**src/rtl/riscv_core_defines.svh**
```systemverilog
`ifndef RISCV_CORE_DEFINES_SVH
`define RISCV_CORE_DEFINES_SVH

`define XLEN     64
`define NUM_REGS 32
`define RESET_PC 64'h0000_0000_0000_0000  // first fetch address

// major opcodes, inst[6:0]
`define OPC_OP     7'b0110011  // add sub and or xor
`define OPC_OP_IMM 7'b0010011  // addi
`define OPC_LUI    7'b0110111
`define OPC_LOAD   7'b0000011  // ld
`define OPC_STORE  7'b0100011  // sd
`define OPC_BRANCH 7'b1100011  // beq bne
`define OPC_JAL    7'b1101111

`endif

```
**src/rtl/riscv_core_pkg.sv**
```systemverilog
`default_nettype none
`include "riscv_core_defines.svh"

package riscv_core_pkg;

  typedef logic [`XLEN-1:0]              xlen_t;
  typedef logic [31:0]                   inst_t;
  typedef logic [$clog2(`NUM_REGS)-1:0]  reg_addr_t;

  typedef enum logic [2:0] {
    ALU_ADD    = 3'd0,
    ALU_SUB    = 3'd1,
    ALU_AND    = 3'd2,
    ALU_OR     = 3'd3,
    ALU_XOR    = 3'd4,
    ALU_PASS_B = 3'd5   // lui
  } alu_op_e;

  typedef enum logic [1:0] {
    RES_ALU  = 2'd0,
    RES_LOAD = 2'd1,
    RES_LINK = 2'd2     // pc+4 for jal
  } result_src_e;

  typedef enum logic [1:0] {
    FWD_REG = 2'd0,
    FWD_MEM = 2'd1,
    FWD_WB  = 2'd2
  } fwd_sel_e;

  typedef struct packed {
    logic        reg_write;
    logic        mem_read;
    logic        mem_write;
    logic        branch;
    logic        branch_ne;  // bne when set, beq otherwise
    logic        jump;
    logic        use_imm;
    alu_op_e     alu_op;
    result_src_e result_src;
  } ctrl_t;

  typedef struct packed {
    ctrl_t     ctrl;
    xlen_t     pc;
    xlen_t     rs1_data;
    xlen_t     rs2_data;
    reg_addr_t rs1;
    reg_addr_t rs2;
    reg_addr_t rd;
    xlen_t     imm;
  } de_reg_t;

  typedef struct packed {
    logic        reg_write;
    logic        mem_read;
    logic        mem_write;
    result_src_e result_src;
    xlen_t       alu_result;
    xlen_t       store_data;
    xlen_t       pc_plus4;
    reg_addr_t   rd;
  } em_reg_t;

  typedef struct packed {
    logic        reg_write;
    result_src_e result_src;
    xlen_t       alu_result;
    xlen_t       load_data;
    xlen_t       pc_plus4;
    reg_addr_t   rd;
  } mw_reg_t;

endpackage

`default_nettype wire

```
**src/rtl/riscv_core.sv**
```systemverilog
`timescale 1ns/1ps
`default_nettype none

module riscv_core (
  input  logic                  i_riscv_core_clk,
  input  logic                  i_rst_n,
  input  riscv_core_pkg::inst_t i_imem_inst,
  input  riscv_core_pkg::xlen_t i_dmem_rdata,
  output riscv_core_pkg::xlen_t o_imem_addr,
  output riscv_core_pkg::xlen_t o_dmem_addr,
  output riscv_core_pkg::xlen_t o_dmem_wdata,
  output logic                  o_dmem_we,
  output logic                  o_dmem_re
);

  riscv_core_pkg::xlen_t     pc_d;
  riscv_core_pkg::inst_t     inst_d;
  riscv_core_pkg::reg_addr_t rs1_d;
  riscv_core_pkg::reg_addr_t rs2_d;
  riscv_core_pkg::de_reg_t   de;
  riscv_core_pkg::em_reg_t   em;
  logic                      redirect;
  riscv_core_pkg::xlen_t     target;
  riscv_core_pkg::xlen_t     mem_result;
  logic                      wb_we;
  riscv_core_pkg::reg_addr_t wb_rd;
  riscv_core_pkg::xlen_t     wb_data;
  logic                      stall;
  logic                      flush_fd;
  logic                      flush_de;
  riscv_core_pkg::fwd_sel_e  fwd_a;
  riscv_core_pkg::fwd_sel_e  fwd_b;

  riscv_fetch u_fetch (
    .i_riscv_fetch_clk (i_riscv_core_clk),
    .i_rst_n           (i_rst_n),
    .i_stall           (stall),
    .i_flush           (flush_fd),
    .i_redirect        (redirect),
    .i_target          (target),
    .i_inst            (i_imem_inst),
    .o_pc              (o_imem_addr),
    .o_pc_d            (pc_d),
    .o_inst_d          (inst_d)
  );

  riscv_decode u_decode (
    .i_riscv_decode_clk (i_riscv_core_clk),
    .i_rst_n            (i_rst_n),
    .i_flush            (flush_de),
    .i_stall            (stall),
    .i_inst             (inst_d),
    .i_pc               (pc_d),
    .i_wb_we            (wb_we),
    .i_wb_rd            (wb_rd),
    .i_wb_data          (wb_data),
    .o_rs1              (rs1_d),
    .o_rs2              (rs2_d),
    .o_de               (de)
  );

  riscv_execute u_execute (
    .i_riscv_execute_clk (i_riscv_core_clk),
    .i_rst_n             (i_rst_n),
    .i_de                (de),
    .i_fwd_a             (fwd_a),
    .i_fwd_b             (fwd_b),
    .i_mem_result        (mem_result),
    .i_wb_result         (wb_data),
    .o_redirect          (redirect),
    .o_target            (target),
    .o_em                (em)
  );

  riscv_mem_wb u_mem_wb (
    .i_riscv_mem_wb_clk (i_riscv_core_clk),
    .i_rst_n            (i_rst_n),
    .i_em               (em),
    .i_dmem_rdata       (i_dmem_rdata),
    .o_dmem_addr        (o_dmem_addr),
    .o_dmem_wdata       (o_dmem_wdata),
    .o_dmem_we          (o_dmem_we),
    .o_dmem_re          (o_dmem_re),
    .o_mem_result       (mem_result),
    .o_wb_we            (wb_we),
    .o_wb_rd            (wb_rd),
    .o_wb_data          (wb_data)
  );

  riscv_hazard u_hazard (
    .i_rs1_d       (rs1_d),
    .i_rs2_d       (rs2_d),
    .i_rs1_e       (de.rs1),
    .i_rs2_e       (de.rs2),
    .i_rd_e        (de.rd),
    .i_rd_m        (em.rd),
    .i_rd_w        (wb_rd),
    .i_mem_read_e  (de.ctrl.mem_read),
    .i_reg_write_m (em.reg_write),
    .i_reg_write_w (wb_we),
    .i_redirect    (redirect),
    .o_stall       (stall),
    .o_flush_fd    (flush_fd),
    .o_flush_de    (flush_de),
    .o_fwd_a       (fwd_a),
    .o_fwd_b       (fwd_b)
  );

endmodule

`default_nettype wire

```
**src/rtl/riscv_decode.sv**
```systemverilog
`timescale 1ns/1ps
`default_nettype none
`include "riscv_core_defines.svh"

module riscv_decode (
  input  logic                        i_riscv_decode_clk,
  input  logic                        i_rst_n,
  input  logic                        i_flush,
  input  logic                        i_stall,
  input  riscv_core_pkg::inst_t       i_inst,
  input  riscv_core_pkg::xlen_t       i_pc,
  input  logic                        i_wb_we,
  input  riscv_core_pkg::reg_addr_t   i_wb_rd,
  input  riscv_core_pkg::xlen_t       i_wb_data,
  output riscv_core_pkg::reg_addr_t   o_rs1,
  output riscv_core_pkg::reg_addr_t   o_rs2,
  output riscv_core_pkg::de_reg_t     o_de
);

  riscv_core_pkg::xlen_t     regs [`NUM_REGS];
  riscv_core_pkg::ctrl_t     ctrl;
  riscv_core_pkg::xlen_t     imm;
  riscv_core_pkg::xlen_t     rs1_data;
  riscv_core_pkg::xlen_t     rs2_data;
  riscv_core_pkg::reg_addr_t rd;
  logic [6:0]                opcode;
  logic [2:0]                funct3;

  assign opcode = i_inst[6:0];
  assign funct3 = i_inst[14:12];
  assign rd     = i_inst[11:7];
  assign o_rs1  = i_inst[19:15];
  assign o_rs2  = i_inst[24:20];

  always_comb begin
    ctrl = '0;  // nop unless recognised
    case (opcode)
      `OPC_OP: begin
        ctrl.reg_write = 1'b1;
        case (funct3)
          3'b000:  ctrl.alu_op = i_inst[30] ? riscv_core_pkg::ALU_SUB : riscv_core_pkg::ALU_ADD;
          3'b100:  ctrl.alu_op = riscv_core_pkg::ALU_XOR;
          3'b110:  ctrl.alu_op = riscv_core_pkg::ALU_OR;
          3'b111:  ctrl.alu_op = riscv_core_pkg::ALU_AND;
          default: ctrl.reg_write = 1'b0;  // shifts and compares not kept
        endcase
      end
      `OPC_OP_IMM: begin
        ctrl.reg_write = 1'b1;
        ctrl.use_imm   = 1'b1;
      end
      `OPC_LUI: begin
        ctrl.reg_write = 1'b1;
        ctrl.use_imm   = 1'b1;
        ctrl.alu_op    = riscv_core_pkg::ALU_PASS_B;
      end
      `OPC_LOAD: begin
        ctrl.reg_write  = 1'b1;
        ctrl.mem_read   = 1'b1;
        ctrl.use_imm    = 1'b1;
        ctrl.result_src = riscv_core_pkg::RES_LOAD;
      end
      `OPC_STORE: begin
        ctrl.mem_write = 1'b1;
        ctrl.use_imm   = 1'b1;
      end
      `OPC_BRANCH: begin
        ctrl.branch    = 1'b1;
        ctrl.branch_ne = funct3[0];
      end
      `OPC_JAL: begin
        ctrl.reg_write  = 1'b1;
        ctrl.jump       = 1'b1;
        ctrl.result_src = riscv_core_pkg::RES_LINK;
      end
      default: ctrl = '0;
    endcase
  end

  // immediate formats
  always_comb begin
    case (opcode)
      `OPC_OP_IMM, `OPC_LOAD:
        imm = {{(`XLEN-12){i_inst[31]}}, i_inst[31:20]};
      `OPC_STORE:
        imm = {{(`XLEN-12){i_inst[31]}}, i_inst[31:25], i_inst[11:7]};
      `OPC_BRANCH:
        imm = {{(`XLEN-13){i_inst[31]}}, i_inst[31], i_inst[7], i_inst[30:25],
               i_inst[11:8], 1'b0};
      `OPC_LUI:
        imm = {{(`XLEN-32){i_inst[31]}}, i_inst[31:12], 12'b0};
      `OPC_JAL:
        imm = {{(`XLEN-21){i_inst[31]}}, i_inst[31], i_inst[19:12], i_inst[20],
               i_inst[30:21], 1'b0};
      default:
        imm = '0;
    endcase
  end

  // register file, written at the edge closing write-back
  always_ff @(posedge i_riscv_decode_clk) begin
    if (!i_rst_n) begin
      for (int i = 0; i < `NUM_REGS; i++) begin
        regs[i] <= '0;
      end
    end else if (i_wb_we && i_wb_rd != '0) begin
      regs[i_wb_rd] <= i_wb_data;
    end
  end

  // x0 stays zero through the write guard, same-cycle write bypassed
  assign rs1_data = (i_wb_we && i_wb_rd == o_rs1) ? i_wb_data : regs[o_rs1];
  assign rs2_data = (i_wb_we && i_wb_rd == o_rs2) ? i_wb_data : regs[o_rs2];

  // decode/execute register
  always_ff @(posedge i_riscv_decode_clk) begin
    o_de.pc       <= i_pc;
    o_de.rs1_data <= rs1_data;
    o_de.rs2_data <= rs2_data;
    o_de.rs1      <= o_rs1;
    o_de.rs2      <= o_rs2;
    o_de.rd       <= rd;
    o_de.imm      <= imm;
    if (!i_rst_n || i_flush || i_stall) begin
      o_de.ctrl <= '0;   // bubble
    end else begin
      o_de.ctrl <= ctrl;
    end
  end

  a_x0_zero : assert property (@(posedge i_riscv_decode_clk) disable iff (!i_rst_n)
    (o_de.rs1 == '0 |-> o_de.rs1_data == '0) and (o_de.rs2 == '0 |-> o_de.rs2_data == '0));

endmodule

`default_nettype wire

```
**src/rtl/riscv_execute.sv**
```systemverilog
`timescale 1ns/1ps
`default_nettype none

module riscv_execute (
  input  logic                     i_riscv_execute_clk,
  input  logic                     i_rst_n,
  input  riscv_core_pkg::de_reg_t  i_de,
  input  riscv_core_pkg::fwd_sel_e i_fwd_a,
  input  riscv_core_pkg::fwd_sel_e i_fwd_b,
  input  riscv_core_pkg::xlen_t    i_mem_result,
  input  riscv_core_pkg::xlen_t    i_wb_result,
  output logic                     o_redirect,
  output riscv_core_pkg::xlen_t    o_target,
  output riscv_core_pkg::em_reg_t  o_em
);

  riscv_core_pkg::xlen_t op_a;
  riscv_core_pkg::xlen_t rs2_fwd;   // also the store data
  riscv_core_pkg::xlen_t op_b;
  riscv_core_pkg::xlen_t alu_res;
  logic                  equal;

  function automatic riscv_core_pkg::xlen_t fwd_mux(
    input riscv_core_pkg::fwd_sel_e sel,
    input riscv_core_pkg::xlen_t    reg_val,
    input riscv_core_pkg::xlen_t    mem_val,
    input riscv_core_pkg::xlen_t    wb_val
  );
    case (sel)
      riscv_core_pkg::FWD_MEM: return mem_val;
      riscv_core_pkg::FWD_WB:  return wb_val;
      default:                 return reg_val;
    endcase
  endfunction

  assign op_a    = fwd_mux(i_fwd_a, i_de.rs1_data, i_mem_result, i_wb_result);
  assign rs2_fwd = fwd_mux(i_fwd_b, i_de.rs2_data, i_mem_result, i_wb_result);
  assign op_b    = i_de.ctrl.use_imm ? i_de.imm : rs2_fwd;

  always_comb begin
    case (i_de.ctrl.alu_op)
      riscv_core_pkg::ALU_ADD:    alu_res = op_a + op_b;
      riscv_core_pkg::ALU_SUB:    alu_res = op_a - op_b;
      riscv_core_pkg::ALU_AND:    alu_res = op_a & op_b;
      riscv_core_pkg::ALU_OR:     alu_res = op_a | op_b;
      riscv_core_pkg::ALU_XOR:    alu_res = op_a ^ op_b;
      riscv_core_pkg::ALU_PASS_B: alu_res = op_b;
      default:                    alu_res = '0;
    endcase
  end

  // branch compare on register operands, never the immediate
  assign equal      = (op_a == rs2_fwd);
  assign o_redirect = i_de.ctrl.jump | (i_de.ctrl.branch & (equal ^ i_de.ctrl.branch_ne));
  assign o_target   = i_de.pc + i_de.imm;

  // execute/memory register
  always_ff @(posedge i_riscv_execute_clk) begin
    o_em.alu_result <= alu_res;
    o_em.store_data <= rs2_fwd;
    o_em.pc_plus4   <= i_de.pc + riscv_core_pkg::xlen_t'(4);
    o_em.rd         <= i_de.rd;
    if (!i_rst_n) begin
      o_em.reg_write  <= 1'b0;
      o_em.mem_read   <= 1'b0;
      o_em.mem_write  <= 1'b0;
      o_em.result_src <= riscv_core_pkg::RES_ALU;
    end else begin
      o_em.reg_write  <= i_de.ctrl.reg_write;
      o_em.mem_read   <= i_de.ctrl.mem_read;
      o_em.mem_write  <= i_de.ctrl.mem_write;
      o_em.result_src <= i_de.ctrl.result_src;
    end
  end

  // decoder never marks a store as branch or jump
  a_no_store_redirect : assert property (@(posedge i_riscv_execute_clk) disable iff (!i_rst_n)
    !(o_redirect && i_de.ctrl.mem_write));

endmodule

`default_nettype wire

```
**src/rtl/riscv_fetch.sv**
```systemverilog
`timescale 1ns/1ps
`default_nettype none
`include "riscv_core_defines.svh"

module riscv_fetch (
  input  logic                  i_riscv_fetch_clk,
  input  logic                  i_rst_n,
  input  logic                  i_stall,
  input  logic                  i_flush,
  input  logic                  i_redirect,
  input  riscv_core_pkg::xlen_t i_target,
  input  riscv_core_pkg::inst_t i_inst,
  output riscv_core_pkg::xlen_t o_pc,
  output riscv_core_pkg::xlen_t o_pc_d,
  output riscv_core_pkg::inst_t o_inst_d
);

  localparam riscv_core_pkg::inst_t NOP = 32'h0000_0013;  // addi x0, x0, 0

  riscv_core_pkg::xlen_t pc_next;

  // redirect wins over a load-use hold
  always_comb begin
    if (i_redirect) begin
      pc_next = i_target;
    end else if (i_stall) begin
      pc_next = o_pc;
    end else begin
      pc_next = o_pc + riscv_core_pkg::xlen_t'(4);
    end
  end

  always_ff @(posedge i_riscv_fetch_clk) begin
    if (!i_rst_n) begin
      o_pc <= `RESET_PC;
    end else begin
      o_pc <= pc_next;
    end
  end

  // fetch/decode register
  always_ff @(posedge i_riscv_fetch_clk) begin
    if (!i_stall) begin
      o_pc_d <= o_pc;
    end
    if (!i_rst_n || i_flush) begin
      o_inst_d <= NOP;      // squashed slot
    end else if (!i_stall) begin
      o_inst_d <= i_inst;
    end
  end

  a_pc_aligned : assert property (@(posedge i_riscv_fetch_clk) disable iff (!i_rst_n)
    o_pc[1:0] == 2'b00);

endmodule

`default_nettype wire

```
**src/rtl/riscv_hazard.sv**
```systemverilog
`timescale 1ns/1ps
`default_nettype none

module riscv_hazard (
  input  riscv_core_pkg::reg_addr_t i_rs1_d,
  input  riscv_core_pkg::reg_addr_t i_rs2_d,
  input  riscv_core_pkg::reg_addr_t i_rs1_e,
  input  riscv_core_pkg::reg_addr_t i_rs2_e,
  input  riscv_core_pkg::reg_addr_t i_rd_e,
  input  riscv_core_pkg::reg_addr_t i_rd_m,
  input  riscv_core_pkg::reg_addr_t i_rd_w,
  input  logic                      i_mem_read_e,
  input  logic                      i_reg_write_m,
  input  logic                      i_reg_write_w,
  input  logic                      i_redirect,
  output logic                      o_stall,
  output logic                      o_flush_fd,
  output logic                      o_flush_de,
  output riscv_core_pkg::fwd_sel_e  o_fwd_a,
  output riscv_core_pkg::fwd_sel_e  o_fwd_b
);

  // load in execute feeding the instruction in decode
  assign o_stall = i_mem_read_e && (i_rd_e != '0) &&
                   ((i_rd_e == i_rs1_d) || (i_rd_e == i_rs2_d));

  // both younger slots are dropped on a taken branch or jal
  assign o_flush_fd = i_redirect;
  assign o_flush_de = i_redirect;

  // memory stage holds the younger value, so it wins
  always_comb begin
    o_fwd_a = riscv_core_pkg::FWD_REG;
    if (i_reg_write_m && i_rd_m != '0 && i_rd_m == i_rs1_e) begin
      o_fwd_a = riscv_core_pkg::FWD_MEM;
    end else if (i_reg_write_w && i_rd_w != '0 && i_rd_w == i_rs1_e) begin
      o_fwd_a = riscv_core_pkg::FWD_WB;
    end
  end

  always_comb begin
    o_fwd_b = riscv_core_pkg::FWD_REG;
    if (i_reg_write_m && i_rd_m != '0 && i_rd_m == i_rs2_e) begin
      o_fwd_b = riscv_core_pkg::FWD_MEM;
    end else if (i_reg_write_w && i_rd_w != '0 && i_rd_w == i_rs2_e) begin
      o_fwd_b = riscv_core_pkg::FWD_WB;
    end
  end

endmodule

`default_nettype wire

```
**src/rtl/riscv_mem_wb.sv**
```systemverilog
`timescale 1ns/1ps
`default_nettype none

module riscv_mem_wb (
  input  logic                      i_riscv_mem_wb_clk,
  input  logic                      i_rst_n,
  input  riscv_core_pkg::em_reg_t   i_em,
  input  riscv_core_pkg::xlen_t     i_dmem_rdata,
  output riscv_core_pkg::xlen_t     o_dmem_addr,
  output riscv_core_pkg::xlen_t     o_dmem_wdata,
  output logic                      o_dmem_we,
  output logic                      o_dmem_re,
  output riscv_core_pkg::xlen_t     o_mem_result,
  output logic                      o_wb_we,
  output riscv_core_pkg::reg_addr_t o_wb_rd,
  output riscv_core_pkg::xlen_t     o_wb_data
);

  riscv_core_pkg::mw_reg_t mw_q;

  assign o_dmem_addr  = i_em.alu_result;
  assign o_dmem_wdata = i_em.store_data;
  assign o_dmem_we    = i_em.mem_write;
  assign o_dmem_re    = i_em.mem_read;

  // value forwarded from the memory stage, loads are covered by the stall
  assign o_mem_result = (i_em.result_src == riscv_core_pkg::RES_LINK) ? i_em.pc_plus4
                                                                      : i_em.alu_result;

  // memory/write-back register
  always_ff @(posedge i_riscv_mem_wb_clk) begin
    mw_q.alu_result <= i_em.alu_result;
    mw_q.load_data  <= i_dmem_rdata;
    mw_q.pc_plus4   <= i_em.pc_plus4;
    mw_q.rd         <= i_em.rd;
    if (!i_rst_n) begin
      mw_q.reg_write  <= 1'b0;
      mw_q.result_src <= riscv_core_pkg::RES_ALU;
    end else begin
      mw_q.reg_write  <= i_em.reg_write && (i_em.rd != '0);  // x0 writes dropped here
      mw_q.result_src <= i_em.result_src;
    end
  end

  always_comb begin
    case (mw_q.result_src)
      riscv_core_pkg::RES_LOAD: o_wb_data = mw_q.load_data;
      riscv_core_pkg::RES_LINK: o_wb_data = mw_q.pc_plus4;
      default:                  o_wb_data = mw_q.alu_result;
    endcase
  end

  assign o_wb_we = mw_q.reg_write;
  assign o_wb_rd = mw_q.rd;

  a_dmem_excl : assert property (@(posedge i_riscv_mem_wb_clk) disable iff (!i_rst_n)
    !(o_dmem_we && o_dmem_re));

endmodule

`default_nettype wire

```
**config.mk**
```make
export PLATFORM = sky130hd
export DESIGN_NAME = riscv_core
export DESIGN_NICKNAME = d
export VERILOG_FILES = /design/src/rtl/riscv_core_pkg.sv /design/src/rtl/riscv_core.sv /design/src/rtl/riscv_decode.sv /design/src/rtl/riscv_execute.sv /design/src/rtl/riscv_fetch.sv /design/src/rtl/riscv_hazard.sv /design/src/rtl/riscv_mem_wb.sv
export VERILOG_INCLUDE_DIRS = /design/src /design/src/rtl
export SDC_FILE = /design/constraint.sdc
export NUM_CORES = 2
export LEC_CHECK = 0
export BUFFER_PORTS_ARGS = -buffer_cell sky130_fd_sc_hd__buf_2
export CAP_MARGIN = 20
export CORE_MARGIN = 5
export CORE_UTILIZATION = 35
export CTS_BUF_LIST = sky130_fd_sc_hd__clkbuf_8
export CTS_CLUSTER_SIZE = 25
export DETAILED_ROUTE_END_ITERATION = 7
export PLACE_DENSITY_LB_ADDON = 0.3
export SLEW_MARGIN = 20
export SYNTH_ARGS = -nofsm -noshare
export SYNTH_HDL_FRONTEND = slang
export SYNTH_SLANG_ARGS = --single-unit
```
**constraint.sdc**
```tcl
create_clock -name i_riscv_core_clk -period 7.5 [get_ports i_riscv_core_clk]
set_input_delay 0.375 -clock i_riscv_core_clk [delete_from_list [all_inputs] [get_ports i_riscv_core_clk]]
set_output_delay 0.375 -clock i_riscv_core_clk [all_outputs]
set_load 0.01 [all_outputs]
```
==> results.rst <==
.. list-table::
   :header-rows: 1

   * - Metric
     - Value
   * - Synthesized instance count
     - roughly 11000
   * - Global router's overall resource usage
     - 0.2810
   * - TritonCTS clock tree
     - yes
   * - Start of the worst register-to-register path
     - u_mem_wb.mw_q[197]
   * - Ratio of total power to cell area
     - 262.9 nW/µm²
   * - Filler cells
     - around 39000
   * - Half-perimeter wire length after placement
     - slightly above 400 mm
   * - Die width
     - 657.7 µm
   * - Most frequent cells in the layout
     - sky130_fd_sc_hd__nor2_1 (2295), sky130_fd_sc_hd__edfxtp_1 (2112), sky130_fd_sc_hd__mux4_2 (1280)
   * - Multi-input gate area in the final layout
     - approximately 64000 µm²
   * - Post-synth top area cell
     - sky130_fd_sc_hd__edfxtp_1
   * - Setup violators final
     - 0
   * - Actual slew at the worst max-slew pin
     - 1237 ps
   * - Dpl ws
     - 197.2 ps
   * - Die area
     - between 400000 and 500000 µm²
   * - Post-layout worst setup margin
     - 265.6 ps
   * - Clk_lat worst skew
     - 1230 ps
   * - Buf+Inv Stages, Crit Path
     - 3
   * - Clock-pin slew reported for the worst setup and hold paths after clock tree synthesis
     - approximately 60 ps
   * - Inst Count DP
     - 16588
   * - Yosys warnings
     - 0
   * - Largest net degree at the start of global routing
     - 126
   * - # H-tree levels
     - 5
   * - Number of standard cells in the layout, taps in and fillers out
     - 17725
   * - Synthesis-to-finish area growth
     - 14.50%
   * - Final worst path period need
     - 7234 ps
   * - Crit path launch type
     - flop
   * - Vias per Instance
     - 6.160
   * - Number of antenna violations at the first check in global routing
     - 55
   * - Final hold violation count
     - 0
   * - Wirelength, routed
     - 630.3 mm
   * - Portion of the post-synthesis area used by sequential elements
     - 0.5353
   * - Starting density of the core
     - 0.3519
   * - Fmax
     - roughly 0.14 GHz
   * - Most used flip-flop cell after synthesis
     - sky130_fd_sc_hd__edfxtp_1
   * - Run status
     - finished clean
   * - PnR Total Power
     - 44.19 mW
   * - Top post-synthesis cells by area
     - sky130_fd_sc_hd__edfxtp_1 (43%), sky130_fd_sc_hd__mux4_2 (20%), sky130_fd_sc_hd__dfxtp_1 (10%)
   * - Async set-reset flop share out of synthesis
     - 0
   * - Number of enable flip-flop cells after synthesis
     - 2112
   * - Hold Worst Slack
     - roughly 84 ps
   * - Antenna Violating Nets Remaining
     - 0
   * - Final nets
     - 12137
   * - Placeable core area
     - about 420000 µm²
   * - Number of buffers created by CTS
     - between 400 and 500
   * - Wire length per cell
     - between 30 and 40 µm
   * - Leading cell type in the layout, fill and taps excluded
     - sky130_fd_sc_hd__nor2_1
   * - Number of placed I/O pins
     - 292
   * - Slowest Stage Delay on Critical Path
     - roughly 750 ps
   * - Top cell by count, worst path
     - sky130_fd_sc_hd__a21o_1
   * - Standby leakage power
     - approximately 63 nW
   * - Count of pins over their slew limit
     - 0
   * - Violation count after the first detailed-routing iteration
     - between 15000 and 20000
   * - Count of distinct cell types in the synthesized netlist
     - 91
   * - Synth Register Bits
     - 2870
   * - Share of the clock period used by the worst path after layout
     - 0.9646
   * - Proportion of layout cells with a drive suffix above 1
     - 0.2467
   * - IR drop worst, VDD
     - 0.1834 mV
   * - Number of max-cap violations
     - 0
   * - Buffer type at the clock tree root
     - sky130_fd_sc_hd__clkbuf_8
   * - Top-area cell type share of the netlist area
     - 0.4319
   * - Global-route wire length before repair
     - 859.4 mm
   * - Final GP Congestion
     - roughly 1
   * - Hold WC Path Type
     - in2reg
   * - Maximum clock path buffer count
     - 4
   * - Remaining global-route overflow
     - 0
   * - Number of design rule violations left after detail routing
     - 0
   * - Cell area after synthesis
     - 146800 µm²
   * - Crit. Startpoint
     - u_mem_wb.mw_q[197]
   * - Worst Setup Path Type
     - reg2reg
   * - Min-delay src
     - i_imem_inst[22]
   * - Post-route clock skew
     - approximately 160 ps
   * - Clock sink count
     - roughly 2900
   * - Row Count
     - 237
   * - Gate family responsible for the most delay along the worst path
     - compound AO/OA/AOI/OAI gates
   * - Worst slew margin
     - 0.1752
   * - DRT Pass-1 Iters
     - 7
   * - Count of vias placed by the detailed router
     - 109192
   * - Category of the worst setup path capture point
     - flop
   * - FF/Latch Area
     - 78640 µm²
   * - Slowest cell on the critical path
     - sky130_fd_sc_hd__a311oi_1
   * - Die Y
     - 657.7 µm
   * - CP Data Required Time
     - 8580 ps
   * - Number of global-route vias before repair
     - 105095
   * - Arrival time reported for the critical path endpoint
     - 8320 ps
   * - Per-instance average area after synthesis
     - approximately 13 µm²
   * - Max FO, Critical Path
     - 28
   * - Count of input and output buffers
     - 291
state kept, by name, summed over array words and instances, names as in the netlist, named ones only:
name and count:
u_decode.o_de 250, u_decode.regs 2048, u_execute.o_em 202, u_fetch.o_inst_d 32, u_fetch.o_pc 64, u_fetch.o_pc_d 64, u_mem_wb.mw_q 194, u_mem_wb.o_wb_rd 5
u_mem_wb.o_wb_we 1
stage by stage:
step,TNS [ps],instance area [µm²],utilization
2_1_floorplan,0,147100,-
3_3_place_gp,0,156100,0.3741
3_5_place_dp,0,156100,0.3741
4_1_cts,0,167900,0.4025
5_1_grt,-12.46,168100,0.4028
6_report,0,168100,0.4029
cells in the mapped netlist (all sizes together) (18+ instances only):
master and count:
a211oi 192, a21o 120, a21oi 395, a221o 60
a31oi 85, and2 38, and3 51, buf 323
clkbuf 818, dfxtp 758, edfxtp 2112, ha 272
inv 181, mux2 53, mux2i 108, mux4 1280
nand2 415, nand2b 36, nand3 123, nand4 67
nor2 2300, nor2b 160, nor3 135, nor4 30
o211ai 46, o21a 31, o21ai 360, o221ai 18
o22ai 34, o31ai 33, or3 84, xnor2 287
xor2 131
final timing paths:
path / to / slack, ps / depth (start not counted)
min: flop / 80 / 4
max: u_execute.o_em[189] / 270 / 27
min reg2reg: u_decode.o_de[270] / 320 / 0
max reg2reg: u_execute.o_em[189] / 270 / 27
final cells by class:
class / instances / share of cell area
flip-flops and latches: 2870 / 0.4678
multi-input cells: 7264 / 0.3814
repair buffers: 963 / 0.04583
clock buffers: 554 / 0.04535
well taps: 5497 / 0.04091
clock inverters: 354 / 0.01393
inverters: 181 / 0.004116
diodes: 42 / 0.0006252
tightest hold or removal path, stage by stage:
cell,delay (ps)
sky130_fd_sc_hd__dlygate4sd3_1,510
sky130_fd_sc_hd__buf_2,140
sky130_fd_sc_hd__mux2i_1,70
sky130_fd_sc_hd__nor2_1,120
routing by layer:
layer  track usage  share of wire  routed length [µm]
met1        0.3761           0.38              238900
met2        0.4225           0.44              276700
met3       0.07233           0.12               76710
met4        0.1429          0.060               37920
met5             0       0.000054                  34
kinds of logic after synthesis:
family | after synthesis | share of synthesized area
other cells | 1 | 0.00002554
simple gates | 3517 | 0.1024
compound gates | 1550 | 0.06830
flops | 2870 | 0.5353
xor+xnor | 418 | 0.02493
fa+ha+maj | 274 | 0.02345
buf+inv | 1322 | 0.03781
mux | 1441 | 0.2078
power breakdown:
part,internal (mW),switching (mW),total (mW)
Sequential,18.0,1.27,19.3
Clock,7.64,7.02,14.7
Combinational,3.19,7.07,10.3
Total,28.8,15.4,44.2
repair_timing:
item,CTS,global route
hold endpoints to repair,126,0
setup endpoints to repair,0,10
buffers inserted,0,0
gates resized for setup,0,10
hold buffers,187,0
Power figures use the tool's default switching activity.
